## config.mk

```make
export PLATFORM = sky130hd
export DESIGN_NAME = extBus
export DESIGN_NICKNAME = d
export VERILOG_FILES = /design/src/bb1Pkg.sv /design/src/bb1Slice.sv /design/src/extBus.sv
export SDC_FILE = /design/constraint.sdc
export NUM_CORES = 1
export LEC_CHECK = 0
export BUFFER_PORTS_ARGS = -buffer_cell sky130_fd_sc_hd__clkbuf_2
export CORE_MARGIN = 3
export CORE_UTILIZATION = 35
export DETAILED_ROUTE_END_ITERATION = 8
export GPL_TIMING_DRIVEN = 1
export MAX_ROUTING_LAYER = met4
export PLACE_DENSITY_LB_ADDON = 0.08
export SYNTH_ARGS = -nofsm -noshare
export SYNTH_HDL_FRONTEND = slang
export SYNTH_SLANG_ARGS = --single-unit
export TNS_END_PERCENT = 100
```

## constraint.sdc

```tcl
create_clock -name clk -period 3.7 [get_ports clk]
set_input_delay 0.185 -clock clk [delete_from_list [all_inputs] [get_ports clk]]
set_output_delay 0.185 -clock clk [all_outputs]
set_load 0.02 [all_outputs]
```

## src/bb1Pkg.sv

```systemverilog
// ############################################################################
// Shared definitions for the external bus register file.
// Widths of the data word, tag and slice, the register index type, and the
// two port-control structs: busCtl_t in true polarity for the bus side,
// pinCtl_t in chip pin polarity for the slices.
// Reference these by scoped name, e.g. bb1Pkg::busCtl_t.
// ############################################################################

package bb1Pkg;

    // Word geometry
    localparam int wordW   = 64;              // Data bits
    localparam int tagW    = 8;               // Tag bits
    localparam int fullW   = wordW + tagW;    // Full register, 72 bits
    localparam int nibbleW = 4;               // One RAM slice

    // Four registers per slice
    typedef logic [1:0] regAddr_t;

    // Port control as seen from outside the bus
    typedef struct packed {
        regAddr_t addr;     // Register select
        logic     en;       // Port enable, active high
        logic     wr;       // Write, active high
    } busCtl_t;

    // Port control at the chip pins
    typedef struct packed {
        regAddr_t addr;     // Register select
        logic     nEn;      // Port enable, active low
        logic     nWr;      // Write, active low
    } pinCtl_t;

    // Register 1 holds the instruction word, read through port C
    localparam regAddr_t instrReg = 2'd1;

    // Register 2 supplies the data tag on the A tag half
    localparam regAddr_t tagReg = 2'd2;

endpackage

```

## src/bb1Slice.sv

```systemverilog
// ############################################################################
// One 4-bit slice of the register file, shaped like a K1802BB1 four-port RAM.
// Four words of one nibble each, ports A, B, C and X.
// All pins follow the chip: data in and out are inverted, enable and write
// are active low. Reads are combinational, writes land on the rising clk.
// Same-register writes in one cycle resolve X over B over A over C.
// ############################################################################
`timescale 1ns/10ps

module bb1Slice (
    input  logic                       clk,
    input  logic                       rst,

    input  logic [bb1Pkg::nibbleW-1:0] nDA,     // Inverted data in
    input  logic [bb1Pkg::nibbleW-1:0] nDB,
    input  logic [bb1Pkg::nibbleW-1:0] nDC,
    input  logic [bb1Pkg::nibbleW-1:0] nDX,

    output logic [bb1Pkg::nibbleW-1:0] nQA,     // Inverted data out
    output logic [bb1Pkg::nibbleW-1:0] nQB,
    output logic [bb1Pkg::nibbleW-1:0] nQC,
    output logic [bb1Pkg::nibbleW-1:0] nQX,

    input  bb1Pkg::pinCtl_t            pinA,
    input  bb1Pkg::pinCtl_t            pinB,
    input  bb1Pkg::pinCtl_t            pinC,
    input  bb1Pkg::pinCtl_t            pinX
);

    localparam int numRegs = 4;

    // Contents kept in true polarity
    logic [bb1Pkg::nibbleW-1:0] mem     [numRegs];
    logic [bb1Pkg::nibbleW-1:0] memNext [numRegs];

    // Per-port strobes
    logic wrA;
    logic wrB;
    logic wrC;
    logic wrX;
    logic rdA;
    logic rdB;
    logic rdC;
    logic rdX;

    assign wrA = ~pinA.nEn & ~pinA.nWr;
    assign wrB = ~pinB.nEn & ~pinB.nWr;
    assign wrC = ~pinC.nEn & ~pinC.nWr;
    assign wrX = ~pinX.nEn & ~pinX.nWr;

    // A port drives data only when enabled and not writing
    assign rdA = ~pinA.nEn & pinA.nWr;
    assign rdB = ~pinB.nEn & pinB.nWr;
    assign rdC = ~pinC.nEn & pinC.nWr;
    assign rdX = ~pinX.nEn & pinX.nWr;

    // Next contents of each word. Later checks override earlier ones,
    // which gives the port priority.
    always_comb begin
        for (int i = 0; i < numRegs; i++) begin
            memNext[i] = mem[i];
            if (wrC && pinC.addr == bb1Pkg::regAddr_t'(i))
                memNext[i] = ~nDC;
            if (wrA && pinA.addr == bb1Pkg::regAddr_t'(i))
                memNext[i] = ~nDA;
            if (wrB && pinB.addr == bb1Pkg::regAddr_t'(i))
                memNext[i] = ~nDB;
            if (wrX && pinX.addr == bb1Pkg::regAddr_t'(i))
                memNext[i] = ~nDX;      // X always wins
        end
    end

    always_ff @(posedge clk) begin
        if (rst) begin
            for (int i = 0; i < numRegs; i++) begin
                mem[i] <= '0;
            end
        end else begin
            for (int i = 0; i < numRegs; i++) begin
                mem[i] <= memNext[i];
            end
        end
    end

    // Idle pins float high on the chip, i.e. read as true zero
    assign nQA = rdA ? ~mem[pinA.addr] : '1;
    assign nQB = rdB ? ~mem[pinB.addr] : '1;
    assign nQC = rdC ? ~mem[pinC.addr] : '1;
    assign nQX = rdX ? ~mem[pinX.addr] : '1;

endmodule

```

## src/extBus.sv

```systemverilog
// ############################################################################
// External bus interface of the processor: a four-word, four-port register
// file of 72-bit words (64 data bits plus an 8-bit tag), built from eighteen
// bb1Slice nibbles. The outside sees true data and active-high controls.
// Port C is wired to register 1 and gives iword and itag. The A tag half
// always reads register 2 and gives dtag. Port B writes tags only with tagEnB.
// Reads are combinational; a write is visible after the next rising clk.
// ############################################################################
`timescale 1ns/10ps

module extBus (
    input  logic                     clk,
    input  logic                     rst,

    input  logic [bb1Pkg::wordW-1:0] dA,        // A carries data bits only
    input  logic [bb1Pkg::fullW-1:0] dB,
    input  logic [bb1Pkg::fullW-1:0] dX,

    input  bb1Pkg::busCtl_t          ctlA,
    input  bb1Pkg::busCtl_t          ctlB,
    input  bb1Pkg::busCtl_t          ctlX,
    input  logic                     tagEnB,    // Enables the B tag half

    output logic [bb1Pkg::wordW-1:0] qA,
    output logic [bb1Pkg::fullW-1:0] qB,
    output logic [bb1Pkg::fullW-1:0] qX,

    output logic [bb1Pkg::wordW-1:0] iword,     // Register 1 data
    output logic [bb1Pkg::tagW-1:0]  itag,      // Register 1 tag
    output logic [bb1Pkg::tagW-1:0]  dtag       // Register 2 tag
);

    localparam int dataSlices = bb1Pkg::wordW / bb1Pkg::nibbleW;   // 16
    localparam int numSlices  = bb1Pkg::fullW / bb1Pkg::nibbleW;   // 18

    // True-polarity control to chip pin polarity
    function automatic bb1Pkg::pinCtl_t toPin(input bb1Pkg::busCtl_t ctl);
        bb1Pkg::pinCtl_t pin;
        pin.addr = ctl.addr;
        pin.nEn  = ~ctl.en;
        pin.nWr  = ~ctl.wr;
        return pin;
    endfunction

    bb1Pkg::busCtl_t ctlBTag;       // B control for the tag slices

    bb1Pkg::pinCtl_t pinA;
    bb1Pkg::pinCtl_t pinB;
    bb1Pkg::pinCtl_t pinX;
    bb1Pkg::pinCtl_t pinC;
    bb1Pkg::pinCtl_t pinATag;
    bb1Pkg::pinCtl_t pinBTag;

    // Inverted data on the slice side
    logic [bb1Pkg::fullW-1:0] nDA;
    logic [bb1Pkg::fullW-1:0] nDB;
    logic [bb1Pkg::fullW-1:0] nDC;
    logic [bb1Pkg::fullW-1:0] nDX;
    logic [bb1Pkg::fullW-1:0] nQA;
    logic [bb1Pkg::fullW-1:0] nQB;
    logic [bb1Pkg::fullW-1:0] nQC;
    logic [bb1Pkg::fullW-1:0] nQX;

    assign ctlBTag.addr = ctlB.addr;
    assign ctlBTag.en   = tagEnB;
    assign ctlBTag.wr   = ctlB.wr;

    assign pinA    = toPin(ctlA);
    assign pinB    = toPin(ctlB);
    assign pinX    = toPin(ctlX);
    assign pinBTag = toPin(ctlBTag);

    // C reads register 1 forever
    assign pinC.addr = bb1Pkg::instrReg;
    assign pinC.nEn  = 1'b0;
    assign pinC.nWr  = 1'b1;

    // A tag half reads register 2 forever
    assign pinATag.addr = bb1Pkg::tagReg;
    assign pinATag.nEn  = 1'b0;
    assign pinATag.nWr  = 1'b1;

    // Input inversion. Unused pins sit at all ones.
    assign nDA = {{bb1Pkg::tagW{1'b1}}, ~dA};
    assign nDB = ~dB;
    assign nDC = '1;
    assign nDX = ~dX;

    for (genvar s = 0; s < numSlices; s++) begin : gSlice
        localparam int lo = s * bb1Pkg::nibbleW;

        bb1Pkg::pinCtl_t sliceA;
        bb1Pkg::pinCtl_t sliceB;

        if (s < dataSlices) begin : gData
            assign sliceA = pinA;
            assign sliceB = pinB;
        end else begin : gTag
            assign sliceA = pinATag;    // Tag never written from A
            assign sliceB = pinBTag;
        end

        bb1Slice uSlice (
            .clk  (clk),
            .rst  (rst),
            .nDA  (nDA[lo +: bb1Pkg::nibbleW]),
            .nDB  (nDB[lo +: bb1Pkg::nibbleW]),
            .nDC  (nDC[lo +: bb1Pkg::nibbleW]),
            .nDX  (nDX[lo +: bb1Pkg::nibbleW]),
            .nQA  (nQA[lo +: bb1Pkg::nibbleW]),
            .nQB  (nQB[lo +: bb1Pkg::nibbleW]),
            .nQC  (nQC[lo +: bb1Pkg::nibbleW]),
            .nQX  (nQX[lo +: bb1Pkg::nibbleW]),
            .pinA (sliceA),
            .pinB (sliceB),
            .pinC (pinC),
            .pinX (pinX)
        );
    end

    // Output inversion and word/tag split
    assign qA    = ~nQA[bb1Pkg::wordW-1:0];
    assign dtag  = ~nQA[bb1Pkg::fullW-1:bb1Pkg::wordW];
    assign qB    = ~nQB;
    assign qX    = ~nQX;
    assign iword = ~nQC[bb1Pkg::wordW-1:0];
    assign itag  = ~nQC[bb1Pkg::fullW-1:bb1Pkg::wordW];

endmodule

```

==> results of run 1 <==
[cell families after synthesis]
kind of cell | synth area share, %
AO/OA/AOI/OAI | 13.5
buffers and inverters | 5.19
flip-flops | 36.7
multiplexers | 29.9
AND/OR/NAND/NOR | 14.8
[per-stage QoR]
step | power, mW | instances | worst slack, ns
finish | 10.0 | 3148 | 1.13
CTS | 10.0 | 3135 | 1.07
global placement | 6.23 | 2992 | 0.782
detailed placement | 6.25 | 2992 | 0.775
floorplan | 5.37 | 1879 | 0.953
global route | 10.3 | 3147 | 0.985
[power groups by stage]
stage / Combinational (mW) / Sequential [mW] / Clock [mW]
2_1_floorplan: 1.37 / 4.00 / 0
3_3_place_gp: 2.21 / 4.02 / 0
3_5_place_dp: 2.21 / 4.04 / 0
4_1_cts: 2.28 / 3.98 / 3.78
5_1_grt: 2.40 / 4.02 / 3.88
6_report: 2.29 / 3.98 / 3.72
[layout make-up]
cell class,count,share of cell area (%)
Clock buffer,52,4.08
Clock inverter,17,0.531
Multi-Input combinational cell,1372,47.7
Sequential cell,288,29.8
Antenna cell,13,0.123
Timing Repair Buffer,624,14.1
Tap cell,782,3.71
[final timing paths]
check	depth (start not counted)	to	slack, ns
min reg2reg	2	gSlice[9].uSlice.mem[1][0]	0.61
max reg2reg	3	gSlice[16].uSlice.mem[1][2]	2.28
min	3	gSlice[0].uSlice.mem[1][0]	0.03
max	5	qA[43]	1.13
[synthesized netlist by cell type (2+ instances only)]
master,count,area (sq um)
a211oi_1,16,120
a21oi_1,128,641
a22oi_1,16,120
a31oi_1,64,400
and2_1,64,400
and3_1,128,801
and4_1,2,17.5
buf_1,3,11.3
buf_2,78,390
buf_4,25,188
buf_6,13,146
clkbuf_1,100,375
dfxtp_1,80,1600
edfxtp_1,208,6250
mux2_2,14,158
mux2_4,50,751
mux2i_1,80,801
mux4_2,208,4680
nand2_1,68,255
nand2b_1,10,62.6
nand4_1,2,12.5
nand4b_1,4,35.0
nand4bb_1,2,22.5
nor2_1,36,135
nor2b_1,208,1300
o22ai_1,256,1600
or2_1,2,12.5
or2_2,3,18.8
or3_1,3,18.8
[routing by layer]
layer	vias up	part of all wire, %
li1	8389	-
met1	10000	40
met2	1196	48
met3	216	8.9
met4	0	3.6
met5	-	0
[repair_timing]
action	CTS	global route
setup endpoints to repair	0	0
hold buffers	74	0
endpoints found under the hold margin	75	0
setup buffers	0	0
[worst max-delay path, cell delays in order]
cell and delay (ns):
buf_6 0.56, buf_4 0.60, mux4_2 0.62, nor2b_1 0.16, clkbuf_2 0.21
==> results.json, run 1 <==
{
  "grt_max_degree": 66,
  "p_int_mw": 6.94,
  "hp-start": "dX[0]",
  "seq_power_share_pct": 39.8,
  "cp_data_required_time_ns": 3.51,
  "pwr-share-clk_pct": 37.2,
  "largest_register_ffs": 288,
  "use_met3_pct": 5.86,
  "wl_um": 96300,
  "drc": 0,
  "worst-setup-path-type": "in -> out",
  "dp_hpwl_um": 58600,
  "clock_path_buffers": 3,
  "postLayoutCoreUtil_pct": 43.6,
  "layout-drive-gt1-share_pct": 38.4,
  "worstSetupStartpointType": "input pin",
  "tns_ns": 0,
  "htreeDepth": 2,
  "start_util_pct": 35.4,
  "synth-seq-cells": 288,
  "synth_edf_count": 208,
  "drt-initial-drc-count": 1961,
  "slew_headroom_pct": 20.0,
  "worstSetupStartpoint": "ctlA[3]",
  "path_max_fanout": 46,
  "multiInputGateArea_sq_um": 12600,
  "avgRoutedWirePerCell_um": 30.6,
  "regMostFlops": "gSlice.uSlice.mem",
  "top_usage_layer": "met2",
  "numPortBuffers": 510,
  "power_density_nw_per_um2": 379,
  "synthesis.nets": 2102,
  "vias": 19800,
  "hold_slack_ns": 0.0251,
  "clock_latency_ns": 0.55,
  "run_status": "finished clean",
  "yosysSeqAreaShare_pct": 36.7,
  "leakagePower_nw": 10.4,
  "comb_power_share_pct": 22.9,
  "grt_usage_pct": 30.1,
  "fillCellCount": 5760,
  "ys.flop_type": "edfxtp_1",
  "cts_tree": "yes",
  "antenna_found_initial": 12,
  "r2r-start": "gSlice[16].uSlice.mem[1][2]",
  "avgViaCountPerCell": 6.29,
  "gp_congestion": 0.864,
  "use_met1_pct": 38.0,
  "grt_pass1_vias": 20400,
  "register_area_sq_um": 7850,
  "syn_to_final_growth_pct": 23.1,
  "top_regs": "gSlice.uSlice.mem x288",
  "syn_area_sq_um": 21400,
  "cts_num_sinks": 288,
  "fin_skew_ns": 0,
  "clkSlewWorstSetupHoldPaths_ns": 0.06,
  "fmax_mhz": 389,
  "layout_commonest_cell": "clkbuf_2",
  "drt.antenna.violating_nets": 0,
  "min_period_ns": 2.57,
  "ys_types": 37,
  "cts_buffers": 38,
  "met2_usage_pct": 47.9,
  "final_cell_mix": "clkbuf_2, o22ai_1, mux4_2, nor2b_1, edfxtp_1",
  "num_rows": 90,
  "syn_area_per_cell_sq_um": 11.4,
  "maxCapViolCount": 0,
  "p_switching_mw": 3.05,
  "hold_violations": 0,
  "placed_area_sq_um": 24400,
  "cp-end-kind": "primary output",
  "core_area_sq_um": 60500,
  "die_x_um": 253,
  "io_pins": 511,
  "grt_first_pass_wirelength_um": 139000,
  "crit_arrival_ns": 2.39,
  "dieArea_sq_um": 64200,
  "hp-class": "in -> reg",
  "cts_root_buf": "clkbuf_16",
  "switching_share_pct": 30.6,
  "min_period_over_period_pct": 69.5,
  "die_y_um": 253,
  "cts_resized": 0,
  "syn_inst": 1879,
  "dr.pass1.iters": 5,
  "setup_viol": 0,
  "drv_slew": 0,
  "fin_nets": 2547,
  "finalInstanceArea_sq_um": 26400,
  "synthArstFlopShare_pct": 0,
  "ir_drop_uv": 278,
  "synth_warnings": 0,
  "rsz0062_at_grt": "false",
  "tightest_slew_ns": 1.20,
  "globalRouteOverflowTotal": 0
}
No activity file was read; power rests on OpenSTA's default activity.
==> run 2: changes to the inputs <==
==> constraint.sdc (replaced) <==
create_clock -name clk -period 2.7 [get_ports clk]
set_input_delay 0.135 -clock clk [delete_from_list [all_inputs] [get_ports clk]]
set_output_delay 0.135 -clock clk [all_outputs]
set_load 0.02 [all_outputs]
==> results.json, run 2 (synthesis gave the netlist of run 1 again) <==
{
  "cts_resized": 0,
  "ir_drop_uv": 399,
  "cts_buffers": 38,
  "min_period_ns": 2.12,
  "avgViaCountPerCell": 6.24,
  "regMostFlops": "gSlice.uSlice.mem",
  "cp-end-kind": "primary output",
  "top_regs": "gSlice.uSlice.mem x288",
  "path_max_fanout": 36,
  "maxCapViolCount": 0,
  "grt_pass1_vias": 20700,
  "worst-setup-path-type": "in -> out",
  "drc": 0,
  "hold_buffers": 137,
  "final_cell_mix": "clkbuf_2, o22ai_1, mux4_2, nor2b_1, edfxtp_1",
  "clock_path_buffers": 3,
  "min_period_over_period_pct": 78.6,
  "cts_num_sinks": 288,
  "slew_headroom_pct": 21.7,
  "core_area_sq_um": 60500,
  "wl_um": 98400,
  "hp-class": "in -> reg",
  "finalInstanceArea_sq_um": 27400,
  "pre_cts_slack_ns": 0.472,
  "postLayoutCoreUtil_pct": 45.4,
  "dp_hpwl_um": 60300,
  "antenna_found_initial": 14,
  "hold_violations": 0,
  "fin_skew_ns": 0,
  "layout-drive-gt1-share_pct": 37.9,
  "placed_cells": 3009,
  "clkSlewWorstSetupHoldPaths_ns": 0.06,
  "largest_register_ffs": 288,
  "layout_commonest_cell": "clkbuf_2",
  "tightest_slew_ns": 1.17,
  "grt_usage_pct": 30.6,
  "route.top_layer_used": "met4",
  "htreeDepth": 2,
  "dieArea_sq_um": 64200,
  "dr.pass1.iters": 6,
  "power_density_nw_per_um2": 520,
  "die_y_um": 253,
  "syn_to_final_growth_pct": 28.2,
  "grt_max_degree": 69,
  "die_x_um": 253,
  "num_rows": 90,
  "fin_ws_ns": 0.577,
  "start_util_pct": 35.4,
  "vias": 20200,
  "worstSetupStartpointType": "input pin",
  "gp_congestion": 0.840,
  "tns_ns": 0,
  "cts_tree": "yes",
  "wl_met1_um": 38800,
  "placed_area_sq_um": 24700,
  "postCtsSetupRepairBufs": 0,
  "fin_nets": 2627,
  "avgRoutedWirePerCell_um": 30.5,
  "cts_root_buf": "clkbuf_16",
  "globalRouteOverflowTotal": 0,
  "io_pins": 511,
  "grt_first_pass_wirelength_um": 141000,
  "wl_met2_um": 48400,
  "clock_latency_ns": 0.55,
  "wl_met3_um": 7940,
  "rsz0062_at_grt": "false",
  "fillCellCount": 5677,
  "numPortBuffers": 510,
  "fmax_mhz": 471,
  "drt.antenna.violating_nets": 0,
  "crit_arrival_ns": 1.99,
  "leakagePower_nw": 10.9,
  "drv_slew": 0,
  "drt-initial-drc-count": 1816,
  "cp_data_required_time_ns": 2.57,
  "run_status": "finished clean",
  "setup_viol": 0,
  "layout.cells.non_filler": 3229
}
-- run 2: changes by cell type in the layout (fill, tap and decap cells not counted), sizes merged --
cell and change:
bufinv +4, clkbuf -2, dlygate4sd3 +63, clkinvlp +1, buf +17, inv -2
-- run 2: report_power, final --
part           internal, mW  switching (mW)  total (mW)
clock                  3.41            2.13        5.54
sequential             5.14           0.304        5.45
combinational          1.49            1.79        3.28
total                  10.0            4.23        14.3
-- run 2: layer usage --
| layer | GRT usage [%] | vias up |
|---|---|---|
| met3 | 4.94 | 230 |
| li1 | - | 8551 |
| met1 | 38.2 | 10200 |
| met5 | - | - |
| met2 | 50.5 | 1156 |
| met4 | 11.0 | 0 |
-- run 2: path summary, 6_finish.rpt --
kind	slack, ns	endpoint	startpoint	cells past startpoint
worst min register to register	0.60	gSlice[13].uSlice.mem[1][2]	gSlice[13].uSlice.mem[1][2]	2
worst min-delay path	0.02	gSlice[2].uSlice.mem[2][1]	dA[9]	3
worst max-delay path	0.58	qB[36]	ctlB[3]	5
worst max register to register	1.30	gSlice[16].uSlice.mem[2][3]	gSlice[16].uSlice.mem[2][3]	3
-- run 2: stage by stage --
stage / total power, mW / hold WS (ns)
2_1_floorplan: 7.37 / 0.318
3_3_place_gp: 8.58 / 0.461
3_5_place_dp: 8.62 / 0.471
4_1_cts: 14.3 / 0.000333
5_1_grt: 14.7 / 0.0242
6_report: 14.3 / 0.0210
-- run 2: cell type report --
class | count | area, sq um | area share [%]
multi-input cells | 1372 | 12600 | 45.9
flip-flops and latches | 288 | 7850 | 28.6
repair buffers | 704 | 4670 | 17.0
clock buffers | 50 | 1090 | 3.97
well taps | 782 | 978 | 3.56
clock inverters | 20 | 248 | 0.903
diodes | 13 | 32.5 | 0.119
-- run 2: worst max-delay path, cell delays in order --
cell	delay [ns]
buf_6	0.38
buf_12	0.38
mux4_2	0.59
nor2b_1	0.16
clkbuf_2	0.19
